File: src/verilog/tx_frontend_pkg.sv
//////////////////////////////////////////////////
// tx front end shared types and constants.
// sample, settings and wishbone structs, register map.
//////////////////////////////////////////////////
`default_nettype none

package tx_frontend_pkg;

  // sample path widths.
  localparam int SAMPLE_W = 16;  // dac and input sample width.
  localparam int WORK_W   = 24;  // working width of the correction path.
  localparam int CORR_W   = 18;  // multiplier coefficient width.
  localparam int SEL_W    = 4;
  localparam int ADR_W    = 3;
  localparam int WB_DAT_W = 32;

  typedef struct packed {
    logic signed [SAMPLE_W-1:0] i;
    logic signed [SAMPLE_W-1:0] q;
  } iq_sample_t;

  // samples carry 8 fraction bits while they are being corrected.
  typedef struct packed {
    logic signed [WORK_W-1:0] i;
    logic signed [WORK_W-1:0] q;
  } iq_work_t;

  typedef struct packed {
    logic signed [WORK_W-1:0] dc_i;
    logic signed [WORK_W-1:0] dc_q;
    logic signed [CORR_W-1:0] mag;
    logic signed [CORR_W-1:0] phase;
    logic        [SEL_W-1:0]  mux_i;
    logic        [SEL_W-1:0]  mux_q;
  } tx_corr_cfg_t;

  // word addresses of the settings registers.
  localparam logic [ADR_W-1:0] REG_DC_I  = 3'd0;
  localparam logic [ADR_W-1:0] REG_DC_Q  = 3'd1;
  localparam logic [ADR_W-1:0] REG_MAG   = 3'd2;
  localparam logic [ADR_W-1:0] REG_PHASE = 3'd3;
  localparam logic [ADR_W-1:0] REG_MUX   = 3'd4;  // mux_i in 3:0, mux_q in 7:4.

  typedef struct packed {
    logic                cyc;
    logic                stb;
    logic                we;
    logic [ADR_W-1:0]    adr;
    logic [WB_DAT_W-1:0] dat;
  } wb_req_t;

  typedef struct packed {
    logic                ack;
    logic [WB_DAT_W-1:0] dat;
  } wb_rsp_t;

  // dac rail selector codes. Any other code drives zero.
  localparam logic [SEL_W-1:0] SEL_I = 4'd0;
  localparam logic [SEL_W-1:0] SEL_Q = 4'd1;

endpackage

`default_nettype wire

File: src/verilog/add_clip_reg.sv
//////////////////////////////////////////////////
// registered signed adder with saturation.
//////////////////////////////////////////////////
`timescale 1ns/1ns
`default_nettype none

module add_clip_reg #(
  parameter int WIDTH = 24
) (
  input  wire                     clk,
  input  wire                     rst,
  input  wire signed [WIDTH-1:0]  a_i,
  input  wire signed [WIDTH-1:0]  b_i,
  input  wire                     stb_i,
  output logic signed [WIDTH-1:0] sum_o,
  output logic                    stb_o
);

  logic signed [WIDTH:0] sum_full;  // one guard bit catches the overflow.
  logic                  ovf;

  assign sum_full = a_i + b_i;
  assign ovf      = sum_full[WIDTH] != sum_full[WIDTH-1];

  always_ff @(posedge clk) begin
    if (rst) begin
      stb_o <= 1'b0;
    end else begin
      stb_o <= stb_i;
    end
  end

  always_ff @(posedge clk) begin
    if (stb_i) begin
      if (ovf) begin
        // the guard bit holds the true sign of the sum.
        sum_o <= sum_full[WIDTH] ? {1'b1, {(WIDTH-1){1'b0}}} : {1'b0, {(WIDTH-1){1'b1}}};
      end else begin
        sum_o <= sum_full[WIDTH-1:0];
      end
    end
  end

endmodule

`default_nettype wire

File: src/verilog/iq_compensation.sv
//////////////////////////////////////////////////
// iq imbalance compensation.
// scales I by mag and phase and adds it onto I and Q.
//////////////////////////////////////////////////
`timescale 1ns/1ns
`default_nettype none

module iq_compensation #(
  parameter int WORK_WIDTH = 24,
  parameter int COEF_WIDTH = 18
) (
  input  wire                           clk,
  input  wire                           rst,
  input  wire                           stb_i,
  input  tx_frontend_pkg::iq_sample_t   s_i,
  input  wire signed [COEF_WIDTH-1:0]   mag_i,
  input  wire signed [COEF_WIDTH-1:0]   phase_i,
  output logic                          stb_o,
  output tx_frontend_pkg::iq_work_t     s_o
);

  localparam int X4_W       = tx_frontend_pkg::SAMPLE_W + 2;
  localparam int PROD_W     = X4_W + COEF_WIDTH;
  localparam int PROD_SHIFT = PROD_W - WORK_WIDTH;  // 12 for the default widths.
  localparam int PAD_W      = WORK_WIDTH - tx_frontend_pkg::SAMPLE_W;

  logic signed [X4_W-1:0]       i_x4;
  logic signed [PROD_W-1:0]     mag_prod_q;
  logic signed [PROD_W-1:0]     phase_prod_q;
  tx_frontend_pkg::iq_sample_t  s_d;
  logic                         stb_d;
  logic signed [WORK_WIDTH-1:0] i_shl;
  logic signed [WORK_WIDTH-1:0] q_shl;
  logic signed [WORK_WIDTH-1:0] mag_corr;
  logic signed [WORK_WIDTH-1:0] phase_corr;
  logic signed [WORK_WIDTH-1:0] sum_i;
  logic signed [WORK_WIDTH-1:0] sum_q;

  assign i_x4 = {s_i.i, 2'b00};

  // the first stage registers the products and delays the sample to match.
  always_ff @(posedge clk) begin
    if (stb_i) begin
      mag_prod_q   <= i_x4 * mag_i;
      phase_prod_q <= i_x4 * phase_i;
      s_d          <= s_i;
    end
  end

  always_ff @(posedge clk) begin
    if (rst) begin
      stb_d <= 1'b0;
    end else begin
      stb_d <= stb_i;
    end
  end

  // keeping the top bits of a product is its arithmetic shift right.
  assign mag_corr   = mag_prod_q[PROD_W-1:PROD_SHIFT];
  assign phase_corr = phase_prod_q[PROD_W-1:PROD_SHIFT];
  assign i_shl      = {s_d.i, {PAD_W{1'b0}}};  // sample with 8 fraction bits.
  assign q_shl      = {s_d.q, {PAD_W{1'b0}}};

  add_clip_reg #(
    .WIDTH(WORK_WIDTH)
  ) add_i (
    .clk  (clk),
    .rst  (rst),
    .a_i  (i_shl),
    .b_i  (mag_corr),
    .stb_i(stb_d),
    .sum_o(sum_i),
    .stb_o(stb_o)
  );

  // Q gets the phase term and shares the I adder's strobe.
  add_clip_reg #(
    .WIDTH(WORK_WIDTH)
  ) add_q (
    .clk  (clk),
    .rst  (rst),
    .a_i  (q_shl),
    .b_i  (phase_corr),
    .stb_i(stb_d),
    .sum_o(sum_q),
    .stb_o()
  );

  assign s_o = '{i: sum_i, q: sum_q};

  stb_two_cycles: assert property (
    @(posedge clk) disable iff (rst)
    stb_o == $past(stb_i, 2)
  );

endmodule

`default_nettype wire

File: src/verilog/round_sd.sv
//////////////////////////////////////////////////
// error feedback rounding to the dac width.
//////////////////////////////////////////////////
`timescale 1ns/1ns
`default_nettype none

module round_sd #(
  parameter int WIDTH_IN  = 24,
  parameter int WIDTH_OUT = 16
) (
  input  wire                         clk,
  input  wire                         rst,
  input  wire                         stb_i,
  input  wire signed [WIDTH_IN-1:0]   in_i,
  output logic                        stb_o,
  output logic signed [WIDTH_OUT-1:0] out_o
);

  localparam int DIFF = WIDTH_IN - WIDTH_OUT;

  logic [DIFF-1:0]             residue_q;  // dropped fraction of the last sample.
  logic signed [WIDTH_IN:0]    sum;
  logic signed [WIDTH_OUT:0]   shifted;
  logic                        ovf;

  assign sum     = in_i + $signed({1'b0, residue_q});
  assign shifted = sum[WIDTH_IN:DIFF];
  assign ovf     = shifted[WIDTH_OUT] != shifted[WIDTH_OUT-1];

  always_ff @(posedge clk) begin
    if (rst) begin
      stb_o     <= 1'b0;
      residue_q <= '0;
    end else begin
      stb_o <= stb_i;
      if (stb_i) begin
        // a clipped sample carries no error forward.
        residue_q <= ovf ? '0 : sum[DIFF-1:0];
      end
    end
  end

  always_ff @(posedge clk) begin
    if (stb_i) begin
      if (ovf) begin
        out_o <= shifted[WIDTH_OUT] ? {1'b1, {(WIDTH_OUT-1){1'b0}}}
                                    : {1'b0, {(WIDTH_OUT-1){1'b1}}};
      end else begin
        out_o <= shifted[WIDTH_OUT-1:0];
      end
    end
  end

endmodule

`default_nettype wire

File: src/verilog/tx_frontend.sv
//////////////////////////////////////////////////
// transmit front end top level.
// iq and dc correction, rounding and dac rail select.
//////////////////////////////////////////////////
`timescale 1ns/1ns
`default_nettype none

module tx_frontend #(
  parameter int ENABLE_IQ_COMP   = 1,
  parameter int ENABLE_DC_OFFSET = 1
) (
  input  wire                           clk,
  input  wire                           rst,
  input  wire                           run_i,
  input  tx_frontend_pkg::wb_req_t      wb_i,
  output tx_frontend_pkg::wb_rsp_t      wb_o,
  input  wire                           tx_stb_i,
  input  tx_frontend_pkg::iq_sample_t   tx_i,
  output logic                          dac_stb_o,
  output tx_frontend_pkg::iq_sample_t   dac_o
);

  localparam int SAMPLE_W = tx_frontend_pkg::SAMPLE_W;
  localparam int WORK_W   = tx_frontend_pkg::WORK_W;
  localparam int CORR_W   = tx_frontend_pkg::CORR_W;

  tx_frontend_pkg::tx_corr_cfg_t cfg;
  logic                          in_stb;
  logic                          comp_stb;
  tx_frontend_pkg::iq_work_t     comp;
  logic                          ofs_stb;
  tx_frontend_pkg::iq_work_t     ofs;
  logic                          rnd_stb;
  logic signed [SAMPLE_W-1:0]    rnd_i;
  logic signed [SAMPLE_W-1:0]    rnd_q;

  // picks the rail for one dac output.
  function automatic logic signed [SAMPLE_W-1:0] sel_rail(
    input logic [tx_frontend_pkg::SEL_W-1:0] code,
    input logic signed [SAMPLE_W-1:0]        i,
    input logic signed [SAMPLE_W-1:0]        q
  );
    case (code)
      tx_frontend_pkg::SEL_I: sel_rail = i;
      tx_frontend_pkg::SEL_Q: sel_rail = q;
      default:                sel_rail = '0;
    endcase
  endfunction

  tx_settings_regs settings (
    .clk  (clk),
    .rst  (rst),
    .wb_i (wb_i),
    .wb_o (wb_o),
    .cfg_o(cfg)
  );

  assign in_stb = tx_stb_i & run_i;  // samples are only taken while running.

  generate
    if (ENABLE_IQ_COMP == 1) begin : g_iq_comp
      iq_compensation #(
        .WORK_WIDTH(WORK_W),
        .COEF_WIDTH(CORR_W)
      ) iq_comp (
        .clk    (clk),
        .rst    (rst),
        .stb_i  (in_stb),
        .s_i    (tx_i),
        .mag_i  (cfg.mag),
        .phase_i(cfg.phase),
        .stb_o  (comp_stb),
        .s_o    (comp)
      );
    end else begin : g_no_iq_comp
      assign comp_stb = in_stb;
      assign comp = '{i: {tx_i.i, {(WORK_W-SAMPLE_W){1'b0}}},
                      q: {tx_i.q, {(WORK_W-SAMPLE_W){1'b0}}}};
    end
  endgenerate

  generate
    if (ENABLE_DC_OFFSET == 1) begin : g_dc_offset
      add_clip_reg #(
        .WIDTH(WORK_W)
      ) add_dc_i (
        .clk  (clk),
        .rst  (rst),
        .a_i  (comp.i),
        .b_i  (cfg.dc_i),
        .stb_i(comp_stb),
        .sum_o(ofs.i),
        .stb_o(ofs_stb)
      );

      add_clip_reg #(
        .WIDTH(WORK_W)
      ) add_dc_q (
        .clk  (clk),
        .rst  (rst),
        .a_i  (comp.q),
        .b_i  (cfg.dc_q),
        .stb_i(comp_stb),
        .sum_o(ofs.q),
        .stb_o()
      );
    end else begin : g_no_dc_offset
      assign ofs_stb = comp_stb;
      assign ofs     = comp;
    end
  endgenerate

  // each rail keeps its own rounding residue.
  round_sd #(
    .WIDTH_IN (WORK_W),
    .WIDTH_OUT(SAMPLE_W)
  ) round_i (
    .clk  (clk),
    .rst  (rst),
    .stb_i(ofs_stb),
    .in_i (ofs.i),
    .stb_o(rnd_stb),
    .out_o(rnd_i)
  );

  round_sd #(
    .WIDTH_IN (WORK_W),
    .WIDTH_OUT(SAMPLE_W)
  ) round_q (
    .clk  (clk),
    .rst  (rst),
    .stb_i(ofs_stb),
    .in_i (ofs.q),
    .stb_o(),
    .out_o(rnd_q)
  );

  always_ff @(posedge clk) begin
    if (rst) begin
      dac_stb_o <= 1'b0;
      dac_o     <= '0;
    end else begin
      dac_stb_o <= rnd_stb;
      if (rnd_stb) begin
        dac_o.i <= sel_rail(cfg.mux_i, rnd_i, rnd_q);
        dac_o.q <= sel_rail(cfg.mux_q, rnd_i, rnd_q);
      end
    end
  end

endmodule

`default_nettype wire

File: src/verilog/tx_settings_regs.sv
//////////////////////////////////////////////////
// correction settings registers.
// wishbone classic slave with single cycle ack and readback.
//////////////////////////////////////////////////
`timescale 1ns/1ns
`default_nettype none

module tx_settings_regs (
  input  wire                            clk,
  input  wire                            rst,
  input  tx_frontend_pkg::wb_req_t       wb_i,
  output tx_frontend_pkg::wb_rsp_t       wb_o,
  output tx_frontend_pkg::tx_corr_cfg_t  cfg_o
);

  tx_frontend_pkg::tx_corr_cfg_t         cfg_q;
  logic                                  ack_q;
  logic [tx_frontend_pkg::WB_DAT_W-1:0]  rdat_q;
  logic [tx_frontend_pkg::WB_DAT_W-1:0]  rdat;
  logic                                  access;

  // a new access is one that has not been acked yet.
  assign access = wb_i.cyc & wb_i.stb & ~ack_q;

  always_ff @(posedge clk) begin
    if (rst) begin
      ack_q <= 1'b0;
      cfg_q <= '0;
    end else begin
      ack_q <= access;  // ack pulses for one cycle and then stays low for at least one.
      if (access && wb_i.we) begin
        case (wb_i.adr)
          tx_frontend_pkg::REG_DC_I:  cfg_q.dc_i  <= wb_i.dat[tx_frontend_pkg::WORK_W-1:0];
          tx_frontend_pkg::REG_DC_Q:  cfg_q.dc_q  <= wb_i.dat[tx_frontend_pkg::WORK_W-1:0];
          tx_frontend_pkg::REG_MAG:   cfg_q.mag   <= wb_i.dat[tx_frontend_pkg::CORR_W-1:0];
          tx_frontend_pkg::REG_PHASE: cfg_q.phase <= wb_i.dat[tx_frontend_pkg::CORR_W-1:0];
          tx_frontend_pkg::REG_MUX: begin
            cfg_q.mux_i <= wb_i.dat[3:0];
            cfg_q.mux_q <= wb_i.dat[7:4];
          end
          default: ;  // writes to unmapped words are dropped.
        endcase
      end
    end
  end

  // readback is zero extended and unmapped words read zero.
  always_comb begin
    rdat = '0;
    case (wb_i.adr)
      tx_frontend_pkg::REG_DC_I:  rdat[tx_frontend_pkg::WORK_W-1:0] = cfg_q.dc_i;
      tx_frontend_pkg::REG_DC_Q:  rdat[tx_frontend_pkg::WORK_W-1:0] = cfg_q.dc_q;
      tx_frontend_pkg::REG_MAG:   rdat[tx_frontend_pkg::CORR_W-1:0] = cfg_q.mag;
      tx_frontend_pkg::REG_PHASE: rdat[tx_frontend_pkg::CORR_W-1:0] = cfg_q.phase;
      tx_frontend_pkg::REG_MUX: begin
        rdat[3:0] = cfg_q.mux_i;
        rdat[7:4] = cfg_q.mux_q;
      end
      default: rdat = '0;
    endcase
  end

  always_ff @(posedge clk) begin
    if (access) begin
      rdat_q <= rdat;  // presented together with ack.
    end
  end

  assign wb_o.ack = ack_q;
  assign wb_o.dat = rdat_q;
  assign cfg_o    = cfg_q;

  // ack may only answer a request that the master still holds.
  ack_needs_req: assert property (
    @(posedge clk) disable iff (rst)
    $rose(ack_q) |-> wb_i.cyc && wb_i.stb
  );

endmodule

`default_nettype wire
File: config.mk
export PLATFORM = sky130hd
export DESIGN_NAME = tx_frontend
export DESIGN_NICKNAME = d
export VERILOG_FILES = /design/src/verilog/tx_frontend_pkg.sv /design/src/verilog/add_clip_reg.sv /design/src/verilog/iq_compensation.sv /design/src/verilog/round_sd.sv /design/src/verilog/tx_frontend.sv /design/src/verilog/tx_settings_regs.sv
export SDC_FILE = /design/constraint.sdc
export NUM_CORES = 2
export LEC_CHECK = 0
export BUFFER_PORTS_ARGS = -buffer_cell sky130_fd_sc_hd__buf_2
export CAP_MARGIN = 20
export CORE_MARGIN = 2
export CORE_UTILIZATION = 59
export CTS_CLUSTER_SIZE = 14
export DETAILED_ROUTE_END_ITERATION = 10
export PLACE_DENSITY = 0.79
export SYNTH_ARGS = -nofsm -noshare
export SYNTH_HDL_FRONTEND = slang
export SYNTH_SLANG_ARGS = --single-unit
File: constraint.sdc
create_clock -name clk -period 7.9 [get_ports clk]
set_clock_uncertainty 0.15 [all_clocks]
set_input_delay 1.58 -clock clk [delete_from_list [all_inputs] [get_ports clk]]
set_output_delay 1.58 -clock clk [all_outputs]
set_load 0.02 [all_outputs]
### Word level (Yosys, flattened, before mapping)

Index checks and enable logic that the tools add are counted.

* add/sub/neg operators: 6
* multiply operators: 2
* equality and inequality tests: 12
* muxes and demuxes: 19
* bitwise logic cells: 4
* reductions and logical operators: 9

Operators by type and width (count)
* $mux W24: 8
* $add A24 B24 Y25: 4
* $mul A16 B18 Y34: 2
* $mux W16: 4
* $pmux W16 S2: 2
* $add A24 B9 Y25: 2
* $pmux W10 S4: 1
* $pmux W8 S5: 1
* $mux W8: 2
* $pmux W6 S2: 1
* $reduce_and A2 Y1: 5
* $eq A4 B1 Y1 const B: 2
* $logic_not A4 Y1: 2
* $eq A3 B2 Y1 const B: 2
* $ne A1 B1 Y1: 6
* $and A1 B1 Y1: 3
* $eq A3 B1 Y1 const B: 1
* $eq A3 B3 Y1 const B: 1
* $logic_not A3 Y1: 1
* $logic_and A1 B1 Y1: 1
* $not A1 Y1: 1

* register bits after elaboration: 398
* input bits: 74
* output and inout bits: 66
* logic and storage cells: 79

### Longest topological paths before layout

* word-level depth: 4
* depth in mapped cells: 23
* mapped depth without buffers: 21

### By module

From an unflattened synthesis, not the netlist that was laid out.

* cells, all modules: 4569
* area, all modules: 44650.3 µm²

Modules (own cells, without submodules)
* iq_compensation: times used 1, cells each 2368, area each 23336.1 µm², sequential area each 2422.3 µm²
* add_clip_reg (g_dc_offset.add_dc_q ...): times used 3, cells each 324, area each 2850.2 µm², sequential area each 740.7 µm²
* tx_settings_regs: times used 1, cells each 446, area each 5223.8 µm², sequential area each 2582.5 µm²
* round_sd: times used 2, cells each 165, area each 1605.3 µm², sequential area each 660.6 µm²
* add_clip_reg (g_dc_offset.add_dc_i): times used 1, cells each 303, area each 2657.5 µm², sequential area each 740.7 µm²
* tx_frontend: times used 1, cells each 150, area each 1671.6 µm², sequential area each 660.6 µm²

### Worst setup path before layout

No wires, ideal clock.

* path type: input to register
* start point: input port tx_i[18] (netlist name)
* end point: register g_iq_comp.iq_comp.mag_prod_q[23], data pin
* data arrival time: 7.082 ns
* required time: 7.489 ns
* setup slack: 0.408 ns
* cell stages on the path: 21
* path buffers: 2
* cells stage by stage: clkbuf_1 clkbuf_1 nand2_1 fa_1 fa_1 fa_1 inv_1 fa_1 fa_1 inv_1 fa_1 inv_1 ha_1 a21o_1 a21o_1 a21oi_1 o221ai_2 o41ai_1 o21bai_1 a311oi_1 nor2_1

* word-level cells in the longest chain between the ends: 1

RTL lines
* from (decl): line tx_frontend.sv:18 `input tx_frontend_pkg::iq_sample_t tx_i,`
* $mul A16 B18 Y34: line iq_compensation.sv:44 `mag_prod_q <= i_x4 * mag_i;`
* to (signal assigned): line iq_compensation.sv:44
* to (decl): line iq_compensation.sv:28 `logic signed [PROD_W-1:0] mag_prod_q;`

Every way passes these cells.
A chain may end at the register's enable or synchronous reset.

### Worst setup path after layout

* start point: input port tx_i[17] (netlist name)
* end point: register g_iq_comp.iq_comp.phase_prod_q[35], data pin

* word-level cells in the longest chain between the ends: 1

RTL lines
* $mul A16 B18 Y34: line iq_compensation.sv:45 `phase_prod_q <= i_x4 * phase_i;`
* to (signal assigned): line iq_compensation.sv:45
* to (decl): line iq_compensation.sv:29 `logic signed [PROD_W-1:0] phase_prod_q;`

Every way passes these cells.

==> results.json <==
{
  "run_status": "finished, final reports clean",
  "ir_worst_vdd_uv": 201,
  "via_per_inst": 5.74,
  "seq_area_frac_synth": 0.245,
  "max_cap_violations": 0,
  "placed_wire_length_estimate_um": 76300,
  "final_area_um2": 43600,
  "areaGrowthSynthToFinish_pct": 7.86,
  "synth.top_cells.by_count": "sky130_fd_sc_hd__inv_1 (681), sky130_fd_sc_hd__fa_1 (584), sky130_fd_sc_hd__nand2_1 (526), sky130_fd_sc_hd__and2_1 (276), sky130_fd_sc_hd__ha_1 (262)",
  "detailed_route_iter0_violations": 2432,
  "final_period_minus_worst_setup_slack_ns": 7.36,
  "postRouteAntennaNets": 0,
  "timing.critical_path.slowest_cell_delay_ns": 0.87,
  "numPortBuffers": 123,
  "total_leakage_power_nw": 20.1,
  "worstPathRequired_ns": 8.18,
  "yosysWarnings": 0,
  "placement.cell_area_um2": 42100,
  "core-area_um2": 67500,
  "tns_ns": 0,
  "dr_total_vias": 29300,
  "synth.top_cells.by_area": "sky130_fd_sc_hd__fa_1 (29%), sky130_fd_sc_hd__edfxtp_1 (17%), sky130_fd_sc_hd__ha_1 (8.1%)",
  "tightestPinTransition_ns": 1.07,
  "finalSetupViolations": 0,
  "type_of_the_worst_min_delay_path": "reg2reg",
  "cpLargestDelayFamily": "adder cells",
  "final_max_slew_viol_count": 0,
  "sum_of_routed_wire_length_over_all_layers_um": 98000,
  "insertion_delay_ns": 0.59,
  "grt_overflow_total": 0,
  "wire_length_of_the_first_global_routing_pass_um": 160000,
  "hold_buffers": 0,
  "globalplace.congestion": 0.929,
  "ff_latch_area_um2": 9890,
  "initial_utilization": 0.598,
  "crit_buf_inv": 5,
  "htree_levels": 2,
  "cts.clk_slew.worst_paths_ns": 0.06,
  "dieHeight_um": 266,
  "antenna_violations_before_repair": 9,
  "yosysMostFrequentCell": "sky130_fd_sc_hd__inv_1",
  "highest_attainable_clock_frequency_ghz": 0.136,
  "grt_usage": 0.288,
  "finalCritPeriodShare": 0.931,
  "worst_path_max_delay_cell": "sky130_fd_sc_hd__fa_1",
  "clkSinkCount": 378,
  "grt_start_max_net_pins": 78,
  "cts_repair_resize_count": 0,
  "worstSetupEndpointType": "flop",
  "synth.top_cell.area_share": 0.290,
  "ctsRootBufferMaster": "sky130_fd_sc_hd__clkbuf_16",
  "route.detailed.wl_per_inst_um": 19.2,
  "finalPower_mw": 5.13,
  "yosysTopAreaCell": "sky130_fd_sc_hd__fa_1",
  "max-clock-path-buffers": 3,
  "syn-mean-instance-area_um2": 9.77,
  "power_density_nw_per_um2": 118,
  "first_global_vias": 30400,
  "rsz0062_at_grt": "no",
  "path_common_cell": "sky130_fd_sc_hd__fa_1",
  "crit_path_max_fanout": 19,
  "yosys.cell_types.count": 101,
  "fillerInstances": 5273,
  "synth_edf_count": 232,
  "dieArea_um2": 70500,
  "timing_hold_violations_final": 0,
  "critical_path_class": "in2reg",
  "drc_errors": 0,
  "crit_path_start_kind": "input port",
  "i_o_pin_cnt": 140,
  "crit_arrival_ns": 7.64,
  "slew_headroom": 0.287,
  "dr.pass1.iters": 6,
  "die-width_um": 266,
  "total_area_of_multi_input_combinational_cells_um2": 27200,
  "synthCells": 4134,
  "main_flop_type_after_synthesis": "sky130_fd_sc_hd__edfxtp_1",
  "synth-seq-cells": 378,
  "share_of_post_route_cells_with_drive_strength_above_1": 0.0878,
  "crit_chain": "buf_2 -> buf_12 -> nand2_1 -> inv_1 -> fa_1 -> fa_1 -> inv_1 -> fa_1 -> inv_1 -> fa_1 -> fa_1 -> fa_1 -> ha_1 -> nand4_1 -> nor2_1 -> nor2_1 -> nand2_1 -> a31oi_1 -> a21oi_1 -> or3_1 -> nand3_1",
  "core.rowCount": 95,
  "cts_buffers": 41,
  "cts_tree": "done",
  "synthArstFlopShare": 0,
  "synthesized_area_um2": 40400,
  "layout.nets": 5122,
  "cts.repair_timing.setup_buffer_count": 0
}
==> kinds of logic (layout without fill, tap and decap cells) <==
kind of cell | Yosys count | after routing | synth area share
and+or+nand+nor | 1175 | 1175 | 0.141
buffers and inverters | 868 | 962 | 0.0829
adders and majority gates | 866 | 866 | 0.376
AOI/OAI and AO/OA | 661 | 661 | 0.110
DFF | 378 | 378 | 0.245
xor gates and xnor gates | 152 | 152 | 0.0339
muxes | 33 | 33 | 0.0115
other | 1 | 14 | 0.0000929
==> sequential cells by signal, summed over array words and instances, names as in the netlist, 24 cells and up <==
register / count
g_dc_offset.add_dc_i.sum_o: 24
g_iq_comp.iq_comp.add_q.sum_o: 24
dac_o: 32
g_iq_comp.iq_comp.phase_prod_q: 24
settings.rdat_q: 24
settings.cfg_o: 92
g_iq_comp.iq_comp.mag_prod_q: 24
g_dc_offset.add_dc_q.sum_o: 24
g_iq_comp.iq_comp.add_i.sum_o: 24
==> metrics by stage <==
step	hold slack, ns	utilization	setup WS, ns	instances
global placement	0.297	0.624	0.189	5029
CTS	0.318	0.644	0.614	5106
floorplan	0.273	-	0.408	4141
global route	0.332	0.645	0.237	5108
finish	0.313	0.645	0.543	5114
detailed placement	0.308	0.624	0.0285	5030
==> final timing paths <==
check / start / to / slack (ns) / depth (start not counted)
min reg2reg: settings.ack_q$_SDFF_PP0_ / settings.ack_q$_SDFF_PP0_ / 0.31 / 1
max reg2reg: settings.cfg_o[34]$_SDFFE_PP0P_ / g_iq_comp.iq_comp.mag_prod_q[35]$_DFFE_PP_ / 0.97 / 19
max: tx_i[17] / g_iq_comp.iq_comp.phase_prod_q[35]$_DFFE_PP_ / 0.54 / 21
min: settings.ack_q$_SDFF_PP0_ / settings.ack_q$_SDFF_PP0_ / 0.31 / 1
==> report_power, final <==
part	internal, mW	switching (mW)	leakage (nW)
Clock	1.13	0.819	0.674
Combinational	0.373	0.568	16.1
Sequential	2.19	0.0428	3.32
Total	3.70	1.43	20.1
==> routing by layer <==
metal	track usage	up-vias	part of all wire
li1	-	13500	-
met1	0.369	14400	0.39
met2	0.468	1164	0.47
met3	0.0492	310	0.079
met4	0.158	6	0.059
met5	0	-	0.00034
==> area by class of cell <==
| class | count | area share |
|---|---|---|
| Multi-Input combinational cell | 2895 | 0.625 |
| Timing Repair Buffer | 205 | 0.0322 |
| Clock inverter | 25 | 0.00600 |
| Inverter | 681 | 0.0587 |
| Tap cell | 873 | 0.0251 |
| Clock buffer | 51 | 0.0253 |
| Antenna cell | 6 | 0.000345 |
| Sequential cell | 378 | 0.227 |
==> cell usage in the layout, fill, tap and decap left out, types with 43 or more instances in the layout <==
cell,instances
sky130_fd_sc_hd__and2_1,275
sky130_fd_sc_hd__nand2_1,526
sky130_fd_sc_hd__buf_4,69
sky130_fd_sc_hd__xor2_1,48
sky130_fd_sc_hd__ha_1,262
sky130_fd_sc_hd__dfxtp_1,142
sky130_fd_sc_hd__fa_1,584
sky130_fd_sc_hd__o21ai_0,90
sky130_fd_sc_hd__xnor2_1,102
sky130_fd_sc_hd__a22oi_1,50
sky130_fd_sc_hd__nand2b_1,43
sky130_fd_sc_hd__a21oi_1,212
sky130_fd_sc_hd__edfxtp_1,232
sky130_fd_sc_hd__nor2_1,149
sky130_fd_sc_hd__buf_2,123
sky130_fd_sc_hd__a21o_1,69
sky130_fd_sc_hd__inv_1,682
Power figures use the tool's default switching activity.
